--- src/verilog/fp_mac_cfg.svh ---
`ifndef FP_MAC_CFG_SVH
`define FP_MAC_CFG_SVH

// single precision layout
`define FP_W         32
`define FP_EXP_W     8
`define FP_FRAC_W    23
`define FP_BIAS      127
`define FP_EXP_MAX   255

`define FP_QNAN      32'h7FC0_0000  // canonical quiet nan

`define APB_ADDR_W   8

`define REG_ALPHA    8'h00
`define REG_BRAVO    8'h04
`define REG_ACC      8'h08
`define REG_CTRL     8'h0C
`define REG_STATUS   8'h10  // read only
`define REG_RESULT   8'h14  // read only

`define OP_MUL       2'd0
`define OP_ADD       2'd1
`define OP_MAC       2'd2
`define CTRL_ACC_BIT 2      // mac result also written to acc

`endif

--- src/verilog/fp_mac_pkg.sv ---
`include "fp_mac_cfg.svh"

package fp_mac_pkg;

    typedef struct packed {
        logic                  sign;
        logic [`FP_EXP_W-1:0]  exp;   // biased
        logic [`FP_FRAC_W-1:0] frac;  // hidden bit not stored
    } fp32_fields_t;

    // bus word and float fields share the same 32 bits
    typedef union packed {
        logic [`FP_W-1:0] word;
        fp32_fields_t     fld;
    } fp32_u;

endpackage

--- src/verilog/fp_round.sv ---
`timescale 1ns/1ps
`include "fp_mac_cfg.svh"

module fp_round
    import fp_mac_pkg::*;
(
    input  logic                  sign,
    input  logic signed [9:0]     exp_in,
    input  logic [`FP_FRAC_W:0]   sig_in,
    input  logic                  guard,
    input  logic                  round_bit,
    input  logic                  sticky,
    output fp32_u                 result
);
    localparam int SIG_W = `FP_FRAC_W + 1;
    localparam logic signed [9:0] EXP_MAX = `FP_EXP_MAX;

    logic                    round_up;
    logic [SIG_W:0]          sig_rnd;
    logic [`FP_FRAC_W-1:0]   frac_out;
    logic signed [9:0]       exp_adj;

    // nearest, ties to even
    assign round_up = guard & (round_bit | sticky | sig_in[0]);
    assign sig_rnd  = {1'b0, sig_in} + {{SIG_W{1'b0}}, round_up};

    always_comb begin
        if (sig_rnd[SIG_W]) begin  // carry out of rounding
            frac_out = sig_rnd[SIG_W-1:1];
            exp_adj  = exp_in + 10'sd1;
        end else begin
            frac_out = sig_rnd[SIG_W-2:0];
            exp_adj  = exp_in;
        end
    end

    always_comb begin
        if (exp_adj >= EXP_MAX) begin
            result.word = {sign, {`FP_EXP_W{1'b1}}, {`FP_FRAC_W{1'b0}}};  // inf
        end else if (exp_adj <= 10'sd0) begin
            result.word = {sign, {(`FP_W-1){1'b0}}};  // flush to zero
        end else begin
            result.fld.sign = sign;
            result.fld.exp  = exp_adj[`FP_EXP_W-1:0];
            result.fld.frac = frac_out;
        end
    end

endmodule

--- src/verilog/fp_mul.sv ---
`timescale 1ns/1ps
`include "fp_mac_cfg.svh"

module fp_mul
    import fp_mac_pkg::*;
(
    input  fp32_u a,
    input  fp32_u b,
    output fp32_u product
);
    localparam int SIG_W = `FP_FRAC_W + 1;
    localparam logic signed [9:0] BIAS = `FP_BIAS;

    logic                   a_nan, b_nan;
    logic                   a_inf, b_inf;
    logic                   a_zero, b_zero;
    logic                   sign;
    logic [SIG_W-1:0]       sig_a, sig_b;
    logic [2*SIG_W-1:0]     sig_prod;
    logic [SIG_W-1:0]       sig_norm;
    logic                   guard, round_bit, sticky;
    logic                   norm_shift;
    logic signed [9:0]      exp_sum;
    fp32_u                  rounded;

    assign a_nan  = (a.fld.exp == `FP_EXP_MAX) && (a.fld.frac != '0);
    assign b_nan  = (b.fld.exp == `FP_EXP_MAX) && (b.fld.frac != '0);
    assign a_inf  = (a.fld.exp == `FP_EXP_MAX) && (a.fld.frac == '0);
    assign b_inf  = (b.fld.exp == `FP_EXP_MAX) && (b.fld.frac == '0);
    assign a_zero = a.fld.exp == '0;  // subnormals read as zero
    assign b_zero = b.fld.exp == '0;

    assign sign  = a.fld.sign ^ b.fld.sign;
    assign sig_a = {1'b1, a.fld.frac};
    assign sig_b = {1'b1, b.fld.frac};

    assign sig_prod   = sig_a * sig_b;
    assign norm_shift = sig_prod[2*SIG_W-1];  // product in [2,4)

    always_comb begin
        if (norm_shift) begin
            sig_norm  = sig_prod[2*SIG_W-1 -: SIG_W];
            guard     = sig_prod[SIG_W-1];
            round_bit = sig_prod[SIG_W-2];
            sticky    = |sig_prod[SIG_W-3:0];
        end else begin
            sig_norm  = sig_prod[2*SIG_W-2 -: SIG_W];
            guard     = sig_prod[SIG_W-2];
            round_bit = sig_prod[SIG_W-3];
            sticky    = |sig_prod[SIG_W-4:0];
        end
    end

    assign exp_sum = {2'b00, a.fld.exp} + {2'b00, b.fld.exp} - BIAS + {9'd0, norm_shift};

    fp_round fp_round_i (
        .sign      (sign),
        .exp_in    (exp_sum),
        .sig_in    (sig_norm),
        .guard     (guard),
        .round_bit (round_bit),
        .sticky    (sticky),
        .result    (rounded)
    );

    always_comb begin
        if (a_nan || b_nan || (a_inf && b_zero) || (b_inf && a_zero)) begin
            product.word = `FP_QNAN;
        end else if (a_inf || b_inf) begin
            product.word = {sign, {`FP_EXP_W{1'b1}}, {`FP_FRAC_W{1'b0}}};
        end else if (a_zero || b_zero) begin
            product.word = {sign, {(`FP_W-1){1'b0}}};
        end else begin
            product = rounded;
        end
    end

endmodule

--- src/verilog/fp_add.sv ---
`timescale 1ns/1ps
`include "fp_mac_cfg.svh"

module fp_add
    import fp_mac_pkg::*;
(
    input  fp32_u a,
    input  fp32_u b,
    output fp32_u sum
);
    localparam int SIG_W = `FP_FRAC_W + 1;
    localparam int ALN_W = SIG_W + 2;  // significand plus guard and round

    logic                   a_nan, b_nan;
    logic                   a_inf, b_inf;
    logic                   a_zero, b_zero;
    logic                   swap;
    logic                   subtract;
    fp32_u                  big, little;
    logic [`FP_EXP_W-1:0]   exp_diff;
    logic [4:0]             shamt;
    logic [SIG_W-1:0]       sig_big, sig_little;
    logic [SIG_W+ALN_W-1:0] wide;
    logic [ALN_W:0]         op_big, op_little;
    logic [ALN_W+1:0]       raw;
    logic [4:0]             lz;
    logic [ALN_W:0]         shifted;
    logic [SIG_W-1:0]       sig_norm;
    logic                   guard, round_bit, sticky;
    logic signed [9:0]      exp_norm;
    fp32_u                  rounded;

    assign a_nan  = (a.fld.exp == `FP_EXP_MAX) && (a.fld.frac != '0);
    assign b_nan  = (b.fld.exp == `FP_EXP_MAX) && (b.fld.frac != '0);
    assign a_inf  = (a.fld.exp == `FP_EXP_MAX) && (a.fld.frac == '0);
    assign b_inf  = (b.fld.exp == `FP_EXP_MAX) && (b.fld.frac == '0);
    assign a_zero = a.fld.exp == '0;
    assign b_zero = b.fld.exp == '0;

    // larger magnitude goes first
    assign swap     = b.word[`FP_W-2:0] > a.word[`FP_W-2:0];
    assign big      = swap ? b : a;
    assign little   = swap ? a : b;
    assign subtract = big.fld.sign ^ little.fld.sign;

    assign exp_diff   = big.fld.exp - little.fld.exp;
    assign shamt      = (exp_diff > 8'd26) ? 5'd26 : exp_diff[4:0];
    assign sig_big    = {1'b1, big.fld.frac};
    assign sig_little = {1'b1, little.fld.frac};

    // everything below round folds into sticky
    assign wide      = {sig_little, {ALN_W{1'b0}}} >> shamt;
    assign op_little = {wide[SIG_W+ALN_W-1 -: ALN_W], |wide[SIG_W-1:0]};
    assign op_big    = {sig_big, 3'b000};

    assign raw = subtract ? {1'b0, op_big} - {1'b0, op_little}
                          : {1'b0, op_big} + {1'b0, op_little};

    always_comb begin
        lz = '0;
        for (int i = 0; i <= ALN_W; i++) begin
            if (raw[i]) begin
                lz = 5'(ALN_W - i);  // highest set bit wins
            end
        end
    end

    always_comb begin
        shifted = raw[ALN_W:0] << lz;
        if (raw[ALN_W+1]) begin  // carry out
            sig_norm  = raw[ALN_W+1 -: SIG_W];
            guard     = raw[3];
            round_bit = raw[2];
            sticky    = raw[1] | raw[0];
            exp_norm  = {2'b00, big.fld.exp} + 10'sd1;
        end else begin
            sig_norm  = shifted[ALN_W -: SIG_W];
            guard     = shifted[2];
            round_bit = shifted[1];
            sticky    = shifted[0];
            exp_norm  = {2'b00, big.fld.exp} - {5'd0, lz};
        end
    end

    fp_round fp_round_i (
        .sign      (big.fld.sign),
        .exp_in    (exp_norm),
        .sig_in    (sig_norm),
        .guard     (guard),
        .round_bit (round_bit),
        .sticky    (sticky),
        .result    (rounded)
    );

    always_comb begin
        if (a_nan || b_nan || (a_inf && b_inf && (a.fld.sign != b.fld.sign))) begin
            sum.word = `FP_QNAN;
        end else if (a_inf) begin
            sum = a;
        end else if (b_inf) begin
            sum = b;
        end else if (a_zero && b_zero) begin
            sum.word = {a.fld.sign & b.fld.sign, {(`FP_W-1){1'b0}}};
        end else if (a_zero) begin
            sum = b;
        end else if (b_zero) begin
            sum = a;
        end else if (raw == '0) begin
            sum.word = '0;  // exact cancellation is +0
        end else begin
            sum = rounded;
        end
    end

endmodule

--- src/verilog/fp_mac_unit.sv ---
`timescale 1ns/1ps
`include "fp_mac_cfg.svh"

module fp_mac_unit
    import fp_mac_pkg::*;
(
    input  logic       clk,
    input  logic       rst_n,
    input  logic       start,
    input  logic [1:0] op,
    input  fp32_u      alpha,
    input  fp32_u      bravo,
    input  fp32_u      acc,
    output fp32_u      result,
    output logic       result_valid
);
    fp32_u      prod;
    fp32_u      sum;
    fp32_u      s1_lhs;
    fp32_u      s1_rhs;
    logic [1:0] s1_op;
    logic       s1_valid;

    fp_mul fp_mul_i (
        .a       (alpha),
        .b       (bravo),
        .product (prod)
    );

    fp_add fp_add_i (
        .a   (s1_lhs),
        .b   (s1_rhs),
        .sum (sum)
    );

    always_ff @(posedge clk or negedge rst_n) begin
        if (!rst_n) begin
            s1_valid     <= 1'b0;
            result_valid <= 1'b0;
        end else begin
            s1_valid     <= start;
            result_valid <= s1_valid;
        end
    end

    // stage 1 product, stage 2 sum
    always_ff @(posedge clk) begin
        if (start) begin
            s1_op  <= op;
            s1_lhs <= (op == `OP_ADD) ? alpha : prod;
            s1_rhs <= (op == `OP_ADD) ? bravo : acc;
        end
        if (s1_valid) begin
            result <= (s1_op == `OP_MUL) ? s1_lhs : sum;  // mul skips the adder
        end
    end

endmodule

--- src/verilog/fp_mac_apb.sv ---
`timescale 1ns/1ps
`include "fp_mac_cfg.svh"

module fp_mac_apb (
    input  logic                   clk,
    input  logic                   rst_n,
    input  logic [`APB_ADDR_W-1:0] paddr,
    input  logic                   psel,
    input  logic                   penable,
    input  logic                   pwrite,
    input  logic [`FP_W-1:0]       pwdata,
    output logic [`FP_W-1:0]       prdata,
    output logic                   pready,
    output logic                   pslverr
);
    logic [`FP_W-1:0] alpha_q;
    logic [`FP_W-1:0] bravo_q;
    logic [`FP_W-1:0] acc_q;
    logic [`FP_W-1:0] result_q;
    logic [1:0]       ctrl_op_q;
    logic             ctrl_acc_q;
    logic             busy;
    logic             done;
    logic             setup;
    logic             access;
    logic             addr_hit;
    logic             bad;
    logic             wr_en;
    logic             start;
    logic [`FP_W-1:0] rd_mux;
    logic [`FP_W-1:0] unit_result;
    logic             unit_valid;

    assign pready = 1'b1;  // no wait states
    assign setup  = psel & ~penable;
    assign access = psel & penable;

    always_comb begin
        addr_hit = 1'b1;
        rd_mux   = '0;
        case (paddr)
            `REG_ALPHA:  rd_mux = alpha_q;
            `REG_BRAVO:  rd_mux = bravo_q;
            `REG_ACC:    rd_mux = acc_q;
            `REG_CTRL:   rd_mux = {{(`FP_W-3){1'b0}}, ctrl_acc_q, ctrl_op_q};
            `REG_STATUS: rd_mux = {{(`FP_W-2){1'b0}}, done, busy};
            `REG_RESULT: rd_mux = result_q;
            default:     addr_hit = 1'b0;
        endcase
    end

    assign bad = ~addr_hit | (pwrite & (paddr == `REG_CTRL) & busy);

    // decided in setup, presented in access
    always_ff @(posedge clk or negedge rst_n) begin
        if (!rst_n) begin
            prdata  <= '0;
            pslverr <= 1'b0;
        end else begin
            pslverr <= setup & bad;
            if (setup) begin
                prdata <= pwrite ? '0 : rd_mux;
            end
        end
    end

    assign wr_en = access & pwrite & ~pslverr;
    assign start = wr_en & (paddr == `REG_CTRL);

    always_ff @(posedge clk or negedge rst_n) begin
        if (!rst_n) begin
            alpha_q    <= '0;
            bravo_q    <= '0;
            acc_q      <= '0;
            result_q   <= '0;
            ctrl_op_q  <= `OP_MUL;
            ctrl_acc_q <= 1'b0;
            busy       <= 1'b0;
            done       <= 1'b0;
        end else begin
            if (wr_en) begin
                case (paddr)
                    `REG_ALPHA: alpha_q <= pwdata;
                    `REG_BRAVO: bravo_q <= pwdata;
                    `REG_ACC:   acc_q   <= pwdata;
                    `REG_CTRL: begin
                        ctrl_op_q  <= pwdata[1:0];
                        ctrl_acc_q <= pwdata[`CTRL_ACC_BIT];
                    end
                    default: ;  // status and result ignore writes
                endcase
            end
            if (start) begin
                busy <= 1'b1;
                done <= 1'b0;
            end
            if (unit_valid) begin
                busy     <= 1'b0;
                done     <= 1'b1;
                result_q <= unit_result;
                if (ctrl_op_q == `OP_MAC && ctrl_acc_q) begin
                    acc_q <= unit_result;  // chain dot product
                end
            end
        end
    end

    fp_mac_unit fp_mac_unit_i (
        .clk          (clk),
        .rst_n        (rst_n),
        .start        (start),
        .op           (pwdata[1:0]),  // sampled with start
        .alpha        (alpha_q),
        .bravo        (bravo_q),
        .acc          (acc_q),
        .result       (unit_result),
        .result_valid (unit_valid)
    );

endmodule

--- config.mk ---
export PLATFORM = sky130hd
export DESIGN_NAME = fp_mac_apb
export DESIGN_NICKNAME = d
export VERILOG_FILES = /design/src/verilog/fp_mac_pkg.sv /design/src/verilog/fp_round.sv /design/src/verilog/fp_mul.sv /design/src/verilog/fp_add.sv /design/src/verilog/fp_mac_unit.sv /design/src/verilog/fp_mac_apb.sv
export VERILOG_INCLUDE_DIRS = /design/src /design/src/verilog
export SDC_FILE = /design/constraint.sdc
export NUM_CORES = 2
export LEC_CHECK = 0
export ABC_AREA = 1
export CAP_MARGIN = 20
export CELL_PAD_IN_SITES_DETAIL_PLACEMENT = 0
export CELL_PAD_IN_SITES_GLOBAL_PLACEMENT = 1
export CORE_MARGIN = 5
export CORE_UTILIZATION = 33
export DETAILED_ROUTE_END_ITERATION = 10
export DONT_BUFFER_PORTS = 1
export PLACE_DENSITY = 0.59
export REMOVE_ABC_BUFFERS = 1
export SLEW_MARGIN = 20
export SYNTH_ARGS = -nofsm -noshare
export SYNTH_HDL_FRONTEND = slang
export SYNTH_SLANG_ARGS = --single-unit
--- constraint.sdc ---
create_clock -name clk -period 20.3 [get_ports clk]
set_input_delay 1.015 -clock clk [delete_from_list [all_inputs] [get_ports clk]]
set_output_delay 1.015 -clock clk [all_outputs]
set_load 0.005 [all_outputs]
-- Word-level counts from Yosys, hierarchy flattened
Cells that the tools add are included.
- output and inout bits: 34
- register bits after elaboration: 266
- input bits: 45
- equality and inequality tests: 12
- shifts and indexed selects: 2
- $lt $le $gt $ge: 6
- reductions and logical operators: 44
- muxes and demuxes: 72
- $add $sub $neg: 12
- bitwise logic cells: 22
- multipliers: 1
- operators with widths (operator ; count):
    $mux 32 ; 18
    $pmux 32 s6 ; 1
    $mux 31 ; 6
    $mux 5 ; 28
    $logic_not 23->1 ; 4
    $reduce_bool 23->1 ; 4
    $add 24x1->25 ; 2
    $shr 50x5->50 ; 1
    $mul 24x24->48 ; 1
    $mux 24 ; 2
    $mux 23 ; 2
    $logic_not 8->1 ; 5
    $eq 8x8->1 const B ; 4
    $gt 31x31->1 ; 1
    $mux 10 ; 3
    $add 27x27->28 ; 1
    $logic_not 28->1 ; 1
    $mux 28 ; 1
    $sub 27x27->28 ; 1
    $shl 27x5->27 ; 1
    $reduce_or 24->1 ; 1
    $reduce_or 22->1 ; 1
    $reduce_or 21->1 ; 1
    $add 10x2->10 const B ; 2
    other kinds (26) ; 79

-- Depth between registers and ports, before layout
- depth after elaboration: 54
- mapped depth: 97
- gate-level depth less buffers: 94

-- Hierarchy
Synthesis repeated with hierarchy kept, for this count alone.
- cell total of the unflattened synthesis: 7102
- area total of the unflattened synthesis: 47181.5 um^2
- modules (own cells, without submodules) (module ; instances ; area each (um^2) ; cells an instance):
    fp_mul ; 1 ; 21803.4 ; 3094
    fp_add ; 1 ; 9630.5 ; 1923
    fp_mac_apb ; 1 ; 7749.9 ; 951
    fp_mac_unit ; 1 ; 4451.8 ; 420
    fp_round ; 2 ; 1773.0 ; 357

-- Worst setup path after synthesis
OpenSTA, ideal clock, no wires.
- path kind: reg2reg
- start: register alpha_q[13]
- end: register fp_mac_unit_i.s1_lhs[15] (netlist name), data pin
- period minus slack after synthesis: 12095 ps
- stages on the path, launching flop included: 64
- setup slack: 8205 ps
- library setup time: 264 ps
- data arrival time: 11830 ps
- required time: 20036 ps
- path through: dfrtp_1 -> clkbuf_1 -> clkbuf_1 -> nand2_1 -> fa_1 -> inv_1 -> fa_1 -> fa_1 -> inv_1 -> fa_1 -> fa_1 -> inv_1 -> fa_1 -> fa_1 -> ha_1 -> nand2_1 -> o21ai_1 -> inv_1 -> (+28 left out) -> nand3_1 -> nor2_1 -> nand3_1 -> nor3_1 -> nand3_1 -> inv_1 -> nand4_1 -> or3_1 -> nor2_1 -> nand2_1 -> nor3_1 -> xor2_1 -> inv_1 -> nor2_1 -> inv_2 -> clkbuf_1 -> nand4_1 -> o21ai_1
- word-level cells in the longest chain between the ends: 15
- ends and longest elaborated chain (item ; line ; text):
    start: declaration ; fp_mac_apb.sv:16 ; logic [`FP_W-1:0] alpha_q;
    start signal: assignment ; fp_mac_apb.sv:83 ; `REG_ALPHA: alpha_q <= pwdata;
    $mul 24x24->48 ; fp_mul.sv:37 ; assign sig_prod = sig_a * sig_b;
    $reduce_or 22->1 / $reduce_or 21->1 (equally long branches) ; fp_mul.sv:45, fp_mul.sv:50 ;
    $mux 1 ; fp_mul.sv:41 ; if (norm_shift) begin
    $or 1x1->1 (2 in a row) ; fp_round.sv:24 ; assign round_up = guard & (round_bit | sticky | sig_in[0]);
    $and 1x1->1 ; fp_round.sv:24 ;
    $add 24x1->25 ; fp_round.sv:25 ; assign sig_rnd = {1'b0, sig_in} + {{SIG_W{1'b0}}, round_up};
    $mux 10 ; fp_round.sv:28 ; if (sig_rnd[SIG_W]) begin
    $le 10x1->1 ; fp_round.sv:40 ; end else if (exp_adj <= 10'sd0) begin
    $mux 31 ; fp_round.sv:40 ;
    $mux 31 ; fp_round.sv:38 ; if (exp_adj >= EXP_MAX) begin
    $mux 31 ; fp_mul.sv:71 ; end else if (a_zero || b_zero) begin
    $mux 31 ; fp_mul.sv:69 ; end else if (a_inf || b_inf) begin
    $mux 32 (*) ; fp_mul.sv:67 ; if (a_nan || b_nan || (a_inf && b_zero) || (b_inf && a_zero)) begin
    $mux 32 (*) ; fp_mac_unit.sv:50 ; s1_lhs <= (op == `OP_ADD) ? alpha : prod;
    end signal: assignment ; fp_mac_unit.sv:50 ;
    end: declaration ; fp_mac_unit.sv:19 ; fp32_u s1_lhs;
Every way passes the cells marked *; elsewhere a longest branch is shown, timed or not.
A chain may end at the register's enable or synchronous reset.

-- Final worst setup path
- start: register bravo_q[1]
- end: register fp_mac_unit_i.s1_lhs[4] (netlist name), data pin
- word-level cells in the longest chain between the ends: 15
- ends and longest elaborated chain (item ; line ; text):
    start: declaration ; fp_mac_apb.sv:17 ; logic [`FP_W-1:0] bravo_q;
    start signal: assignment ; fp_mac_apb.sv:84 ; `REG_BRAVO: bravo_q <= pwdata;
    $mul 24x24->48 ; fp_mul.sv:37 ;
    $reduce_or 22->1 / $reduce_or 21->1 (equally long branches) ; fp_mul.sv:45, fp_mul.sv:50 ;
    $mux 1 ; fp_mul.sv:41 ;
    $or 1x1->1 (2 in a row) ; fp_round.sv:24 ;
    $and 1x1->1 ; fp_round.sv:24 ;
    $add 24x1->25 ; fp_round.sv:25 ;
    $mux 10 ; fp_round.sv:28 ;
    $le 10x1->1 ; fp_round.sv:40 ;
    $mux 31 ; fp_round.sv:40 ;
    $mux 31 ; fp_round.sv:38 ;
    $mux 31 ; fp_mul.sv:71 ;
    $mux 31 ; fp_mul.sv:69 ;
    $mux 32 (*) ; fp_mul.sv:67 ;
    $mux 32 (*) ; fp_mac_unit.sv:50 ;
Marked as above.

==> summary.md <==
| Metric | Value |
|---|---|
| Maximum vdd drop | 0.0668 mV |
| Clock period minus worst slack | 15.04 ns |
| Dpl hpwl | roughly 130 mm |
| CTS resizes | 0 |
| RePlAce Congestion | 0.905 |
| CP arrival | roughly 15 ns |
| Area of the core | between 100000 and 150000 sq um |
| Post-Synth Adder-Cell Area | between 30% and 40% |
| Worst Tran Pin Value | 1.07 ns |
| Via density | 5.08 |
| Placed cell count | 7527 |
| Root buffer cell | clkbuf_16 |
| CP Class | flip-flop to flip-flop |
| Wirelength per Cell | between 20 and 25 um |
| Vias post-DR | 38521 |
| Die height | 370 um |
| Largest family of logic cells by synthesized area | adder cells |
| Starting DRT DRC Count | 2876 |
| GRT Overall Usage | 23.4% |
| CTS Sinks | 266 |
| Synth Cell Area | ~43000 sq um |
| Ranking of synthesized cells by area | fa_1, nand2_1, inv_1 |
| Max Clk Rate | around 66 MHz |
| Max cap viols | 0 |
| RSZ-0062 raised after global routing | no |
| Reg power frac | 48.4% |
| Max Slew Vio Count | 0 |
| Starting density of the core | 33.1% |
| Final setup viols | 0 |
| Post-Synth XOR/XNOR Area | 2.47% |
| Critical path startpoint | bravo_q[1] |
| Port Buffer Count | 0 |
| CTS H-tree depth | 1 |
| Core Rows | 132 |
| Switching pwr | 298 uW |
| Final Skew | 0.0221 ns |
| Gate power share | 5.5% |
| Status | finished, final reports clean |
| Nets | 6627 |
| DRC violations left | 0 |
| Reg2reg end | fp_mac_unit_i.s1_lhs[4] |
| Post-CTS setup buffer count | 0 |
| CTS buffer count | 27 |
| Die X | 370 um |
| Layout fillers | 14164 |
| Leak Pwr | ~0.023 uW |
| Clock Latency Late Sink | 0.59 ns |
| Post-synth top area share | 22.7% |
| Hold Vio Cnt, Final | 0 |
| Seq cells post-synth | 266 |
| Power Density | around 26 nW/um^2 |
| Clk pwr share | 46.1% |
| Vias in the first global route | 39301 |
| Final period util | 74.1% |
| Global route total overflow | 0 |
| CTS Hold Bufs | 0 |
| Worst-path clk slew | around 0.07 ns |
| Die area | between 100000 and 150000 sq um |
| Final setup margin | roughly 5.3 ns |
| Setup_tns | 0 ns |
| Antenna-violating nets left | 0 |
| Post-synthesis compound-gate area fraction | 10.7% |
| Largest net degree at the start of global routing | 169 |
| Total routed wirelength | 161 mm |
| Synth unique cells | 79 |
| Crit-path most repeated cell | nand3_1 |
| Pre-CTS setup slack | 5.12 ns |
| Post-synth EDFFs | 98 |
| Register area | 7160 sq um |
| Worst slew margin | 28.7% |
| Gate Count Post-Synth | 6014 |
| CTS tree | built |
| Multiplexer area fraction after synthesis | 0.0234% |
| Worst R2R Path Depth | 59 |
| Asr flop ratio synth | 63.2% |
| Reg-to-reg startpoint | bravo_q[1] |
| Int Pwr | 869 uW |
| Startpoint Class | flip-flop |
| Crit-path max cell delay | 0.73 ns |
| Sequential share of the synthesized area | 16.7% |
| Synth area leader | fa_1 |
| Crit-path max FO | 37 |
| Sw Share | 25.6% |
| CP Capture Point | fp_mac_unit_i.s1_lhs[4] |
| Avg Inst Size Synth | 7.11 sq um |
| Data required, critical path | 20.58 ns |
| Crit. End Element | flip-flop |
| I/O pins | 79 |
| Drt first pass iters | 6 |
| Hold crit path type | input pin to asynchronous set/reset pin |
| Initial antenna violation count | 2 |
| Simple logic cell fraction of the synthesized area | 24.9% |
| Post-Layout Cell Count | 7581 |
| Maximum clock insertion buffer count | 3 |
| Reg2reg setup slack | 5.26 ns |
| Slowest CP cell | dfrtp_1 |
| Top FF cell, synth | dfrtp_1 |
| Layout area overhead | 5.66% |
| Tot Pwr | between 1000 and 1500 uW |
| Synthesis Warnings | 0 |
| First-pass GRT wire length | around 250 mm |
| Multi-input logic area | 29600 sq um |
| Share of post-route cells with drive strength above 1 | under 10% |
[layout make-up]
class                   instances  area share (%)
diodes                          4          0.0222
clock buffers                  39            1.71
clock inverters                11           0.285
inverters                    1275            10.6
multi-input cells            4168            65.4
flip-flops and latches        266            15.8
well taps                    1742            4.83
repair buffers                 76            1.26
[kinds of logic after synthesis]
family	after synthesis
DFF	266
adders and majority gates	768
AOI/OAI and AO/OA	794
muxes	1
xor gates and xnor gates	115
buffers and inverters	1580
and+or+nand+nor	2489
other	1
[power by group through the flow]
stage               Combinational, uW  Sequential (uW)  Clock [uW]
floorplan                        33.7              577           0
global placement                 64.4              576           0
detailed placement               64.5              576           0
CTS                              64.7              565         550
global route                     71.1              565         568
finish                           64.5              565         538
[flip-flops by register name (all words and copies together), names as in the netlist]
| register | cells |
|---|---|
| acc_q | 32 |
| alpha_q | 32 |
| bravo_q | 32 |
| fp_mac_unit_i.result | 32 |
| fp_mac_unit_i.s1_lhs | 32 |
| fp_mac_unit_i.s1_rhs | 32 |
| prdata | 32 |
| result_q | 32 |
| ctrl_op_q | 2 |
| fp_mac_unit_i.s1_op | 2 |
| busy | 1 |
| ctrl_acc_q | 1 |
| done | 1 |
| fp_mac_unit_i.result_valid | 1 |
| fp_mac_unit_i.s1_valid | 1 |
| pslverr | 1 |
[cell usage in the layout (no fill, tap or decap), types with 31 or more instances in the layout]
cell	count
nor3_1	39
buf_4	76
a221oi_1	31
nor2_1	238
o21ai_0	330
inv_1	1240
o21ai_1	42
a21oi_1	194
edfxtp_1	98
ha_1	283
fa_1	485
dfrtp_1	160
a31oi_1	43
nand3_1	392
nand4_1	100
xor2_1	84
o22ai_1	46
nand2_1	1603
[through the flow]
step,instance area (sq um),hold slack [ns],utilization [%]
finish,45200,0.128,35.0
global route,45200,0.104,35.0
CTS,45200,0.0948,35.0
detailed placement,44300,0.475,34.3
global placement,44200,0.468,34.3
floorplan,41400,0.455,-
[per-layer routing]
layer	global-route usage (%)	vias up	part of all wire, %
li1	-	18269	-
met1	30.6	18997	44
met2	40.9	1025	48
met3	2.34	228	4.8
met4	7.05	2	3.3
met5	0	-	0.0043
[critical path, delay by kind of cell, from the launching register on]
family / cells / cell delay, ns
AO/OA/AOI/OAI: 11 / 2.57
XOR/XNOR: 1 / 0.36
adder cells (fa/ha/maj): 9 / 3.99
buffers and inverters: 11 / 2.29
flip-flops: 1 / 0.73
AND/OR/NAND/NOR: 27 / 4.69
[worst min path at each step]
stage,cells past startpoint,from,end
floorplan,1,done,done
global placement,2,alpha_q[20],alpha_q[20]
detailed placement,1,done,done
CTS,0,rst_n,result_q[26]
global route,0,rst_n,result_q[26]
finish,0,rst_n,fp_mac_unit_i.result_valid
[cells in the mapped netlist (4+ instances only)]
library cell / instances
nor2_1: 242
nand3b_1: 6
nand2_2: 11
or2_2: 8
a31oi_1: 43
xor2_2: 4
nand3_4: 4
nand2_4: 5
a211oi_1: 6
clkbuf_1: 236
xor2_1: 84
xnor2_1: 26
inv_1: 1240
nor3_1: 41
nand2_1: 1605
ha_1: 283
buf_4: 7
a21o_1: 12
o21ai_0: 330
buf_2: 29
clkinv_1: 5
o21bai_1: 17
o31ai_1: 6
o21ai_1: 42
edfxtp_1: 98
a21oi_1: 194
buf_6: 12
nor2_2: 10
nor4_1: 31
fa_1: 485
o21ai_2: 16
a221oi_1: 31
buf_1: 21
nand4_1: 100
dfrtp_1: 168
nand3_1: 393
o211ai_1: 14
a22oi_1: 7
o22ai_1: 46
o2111ai_1: 4
inv_2: 29
nand3_2: 10
No activity file was read; power rests on OpenSTA's default activity.
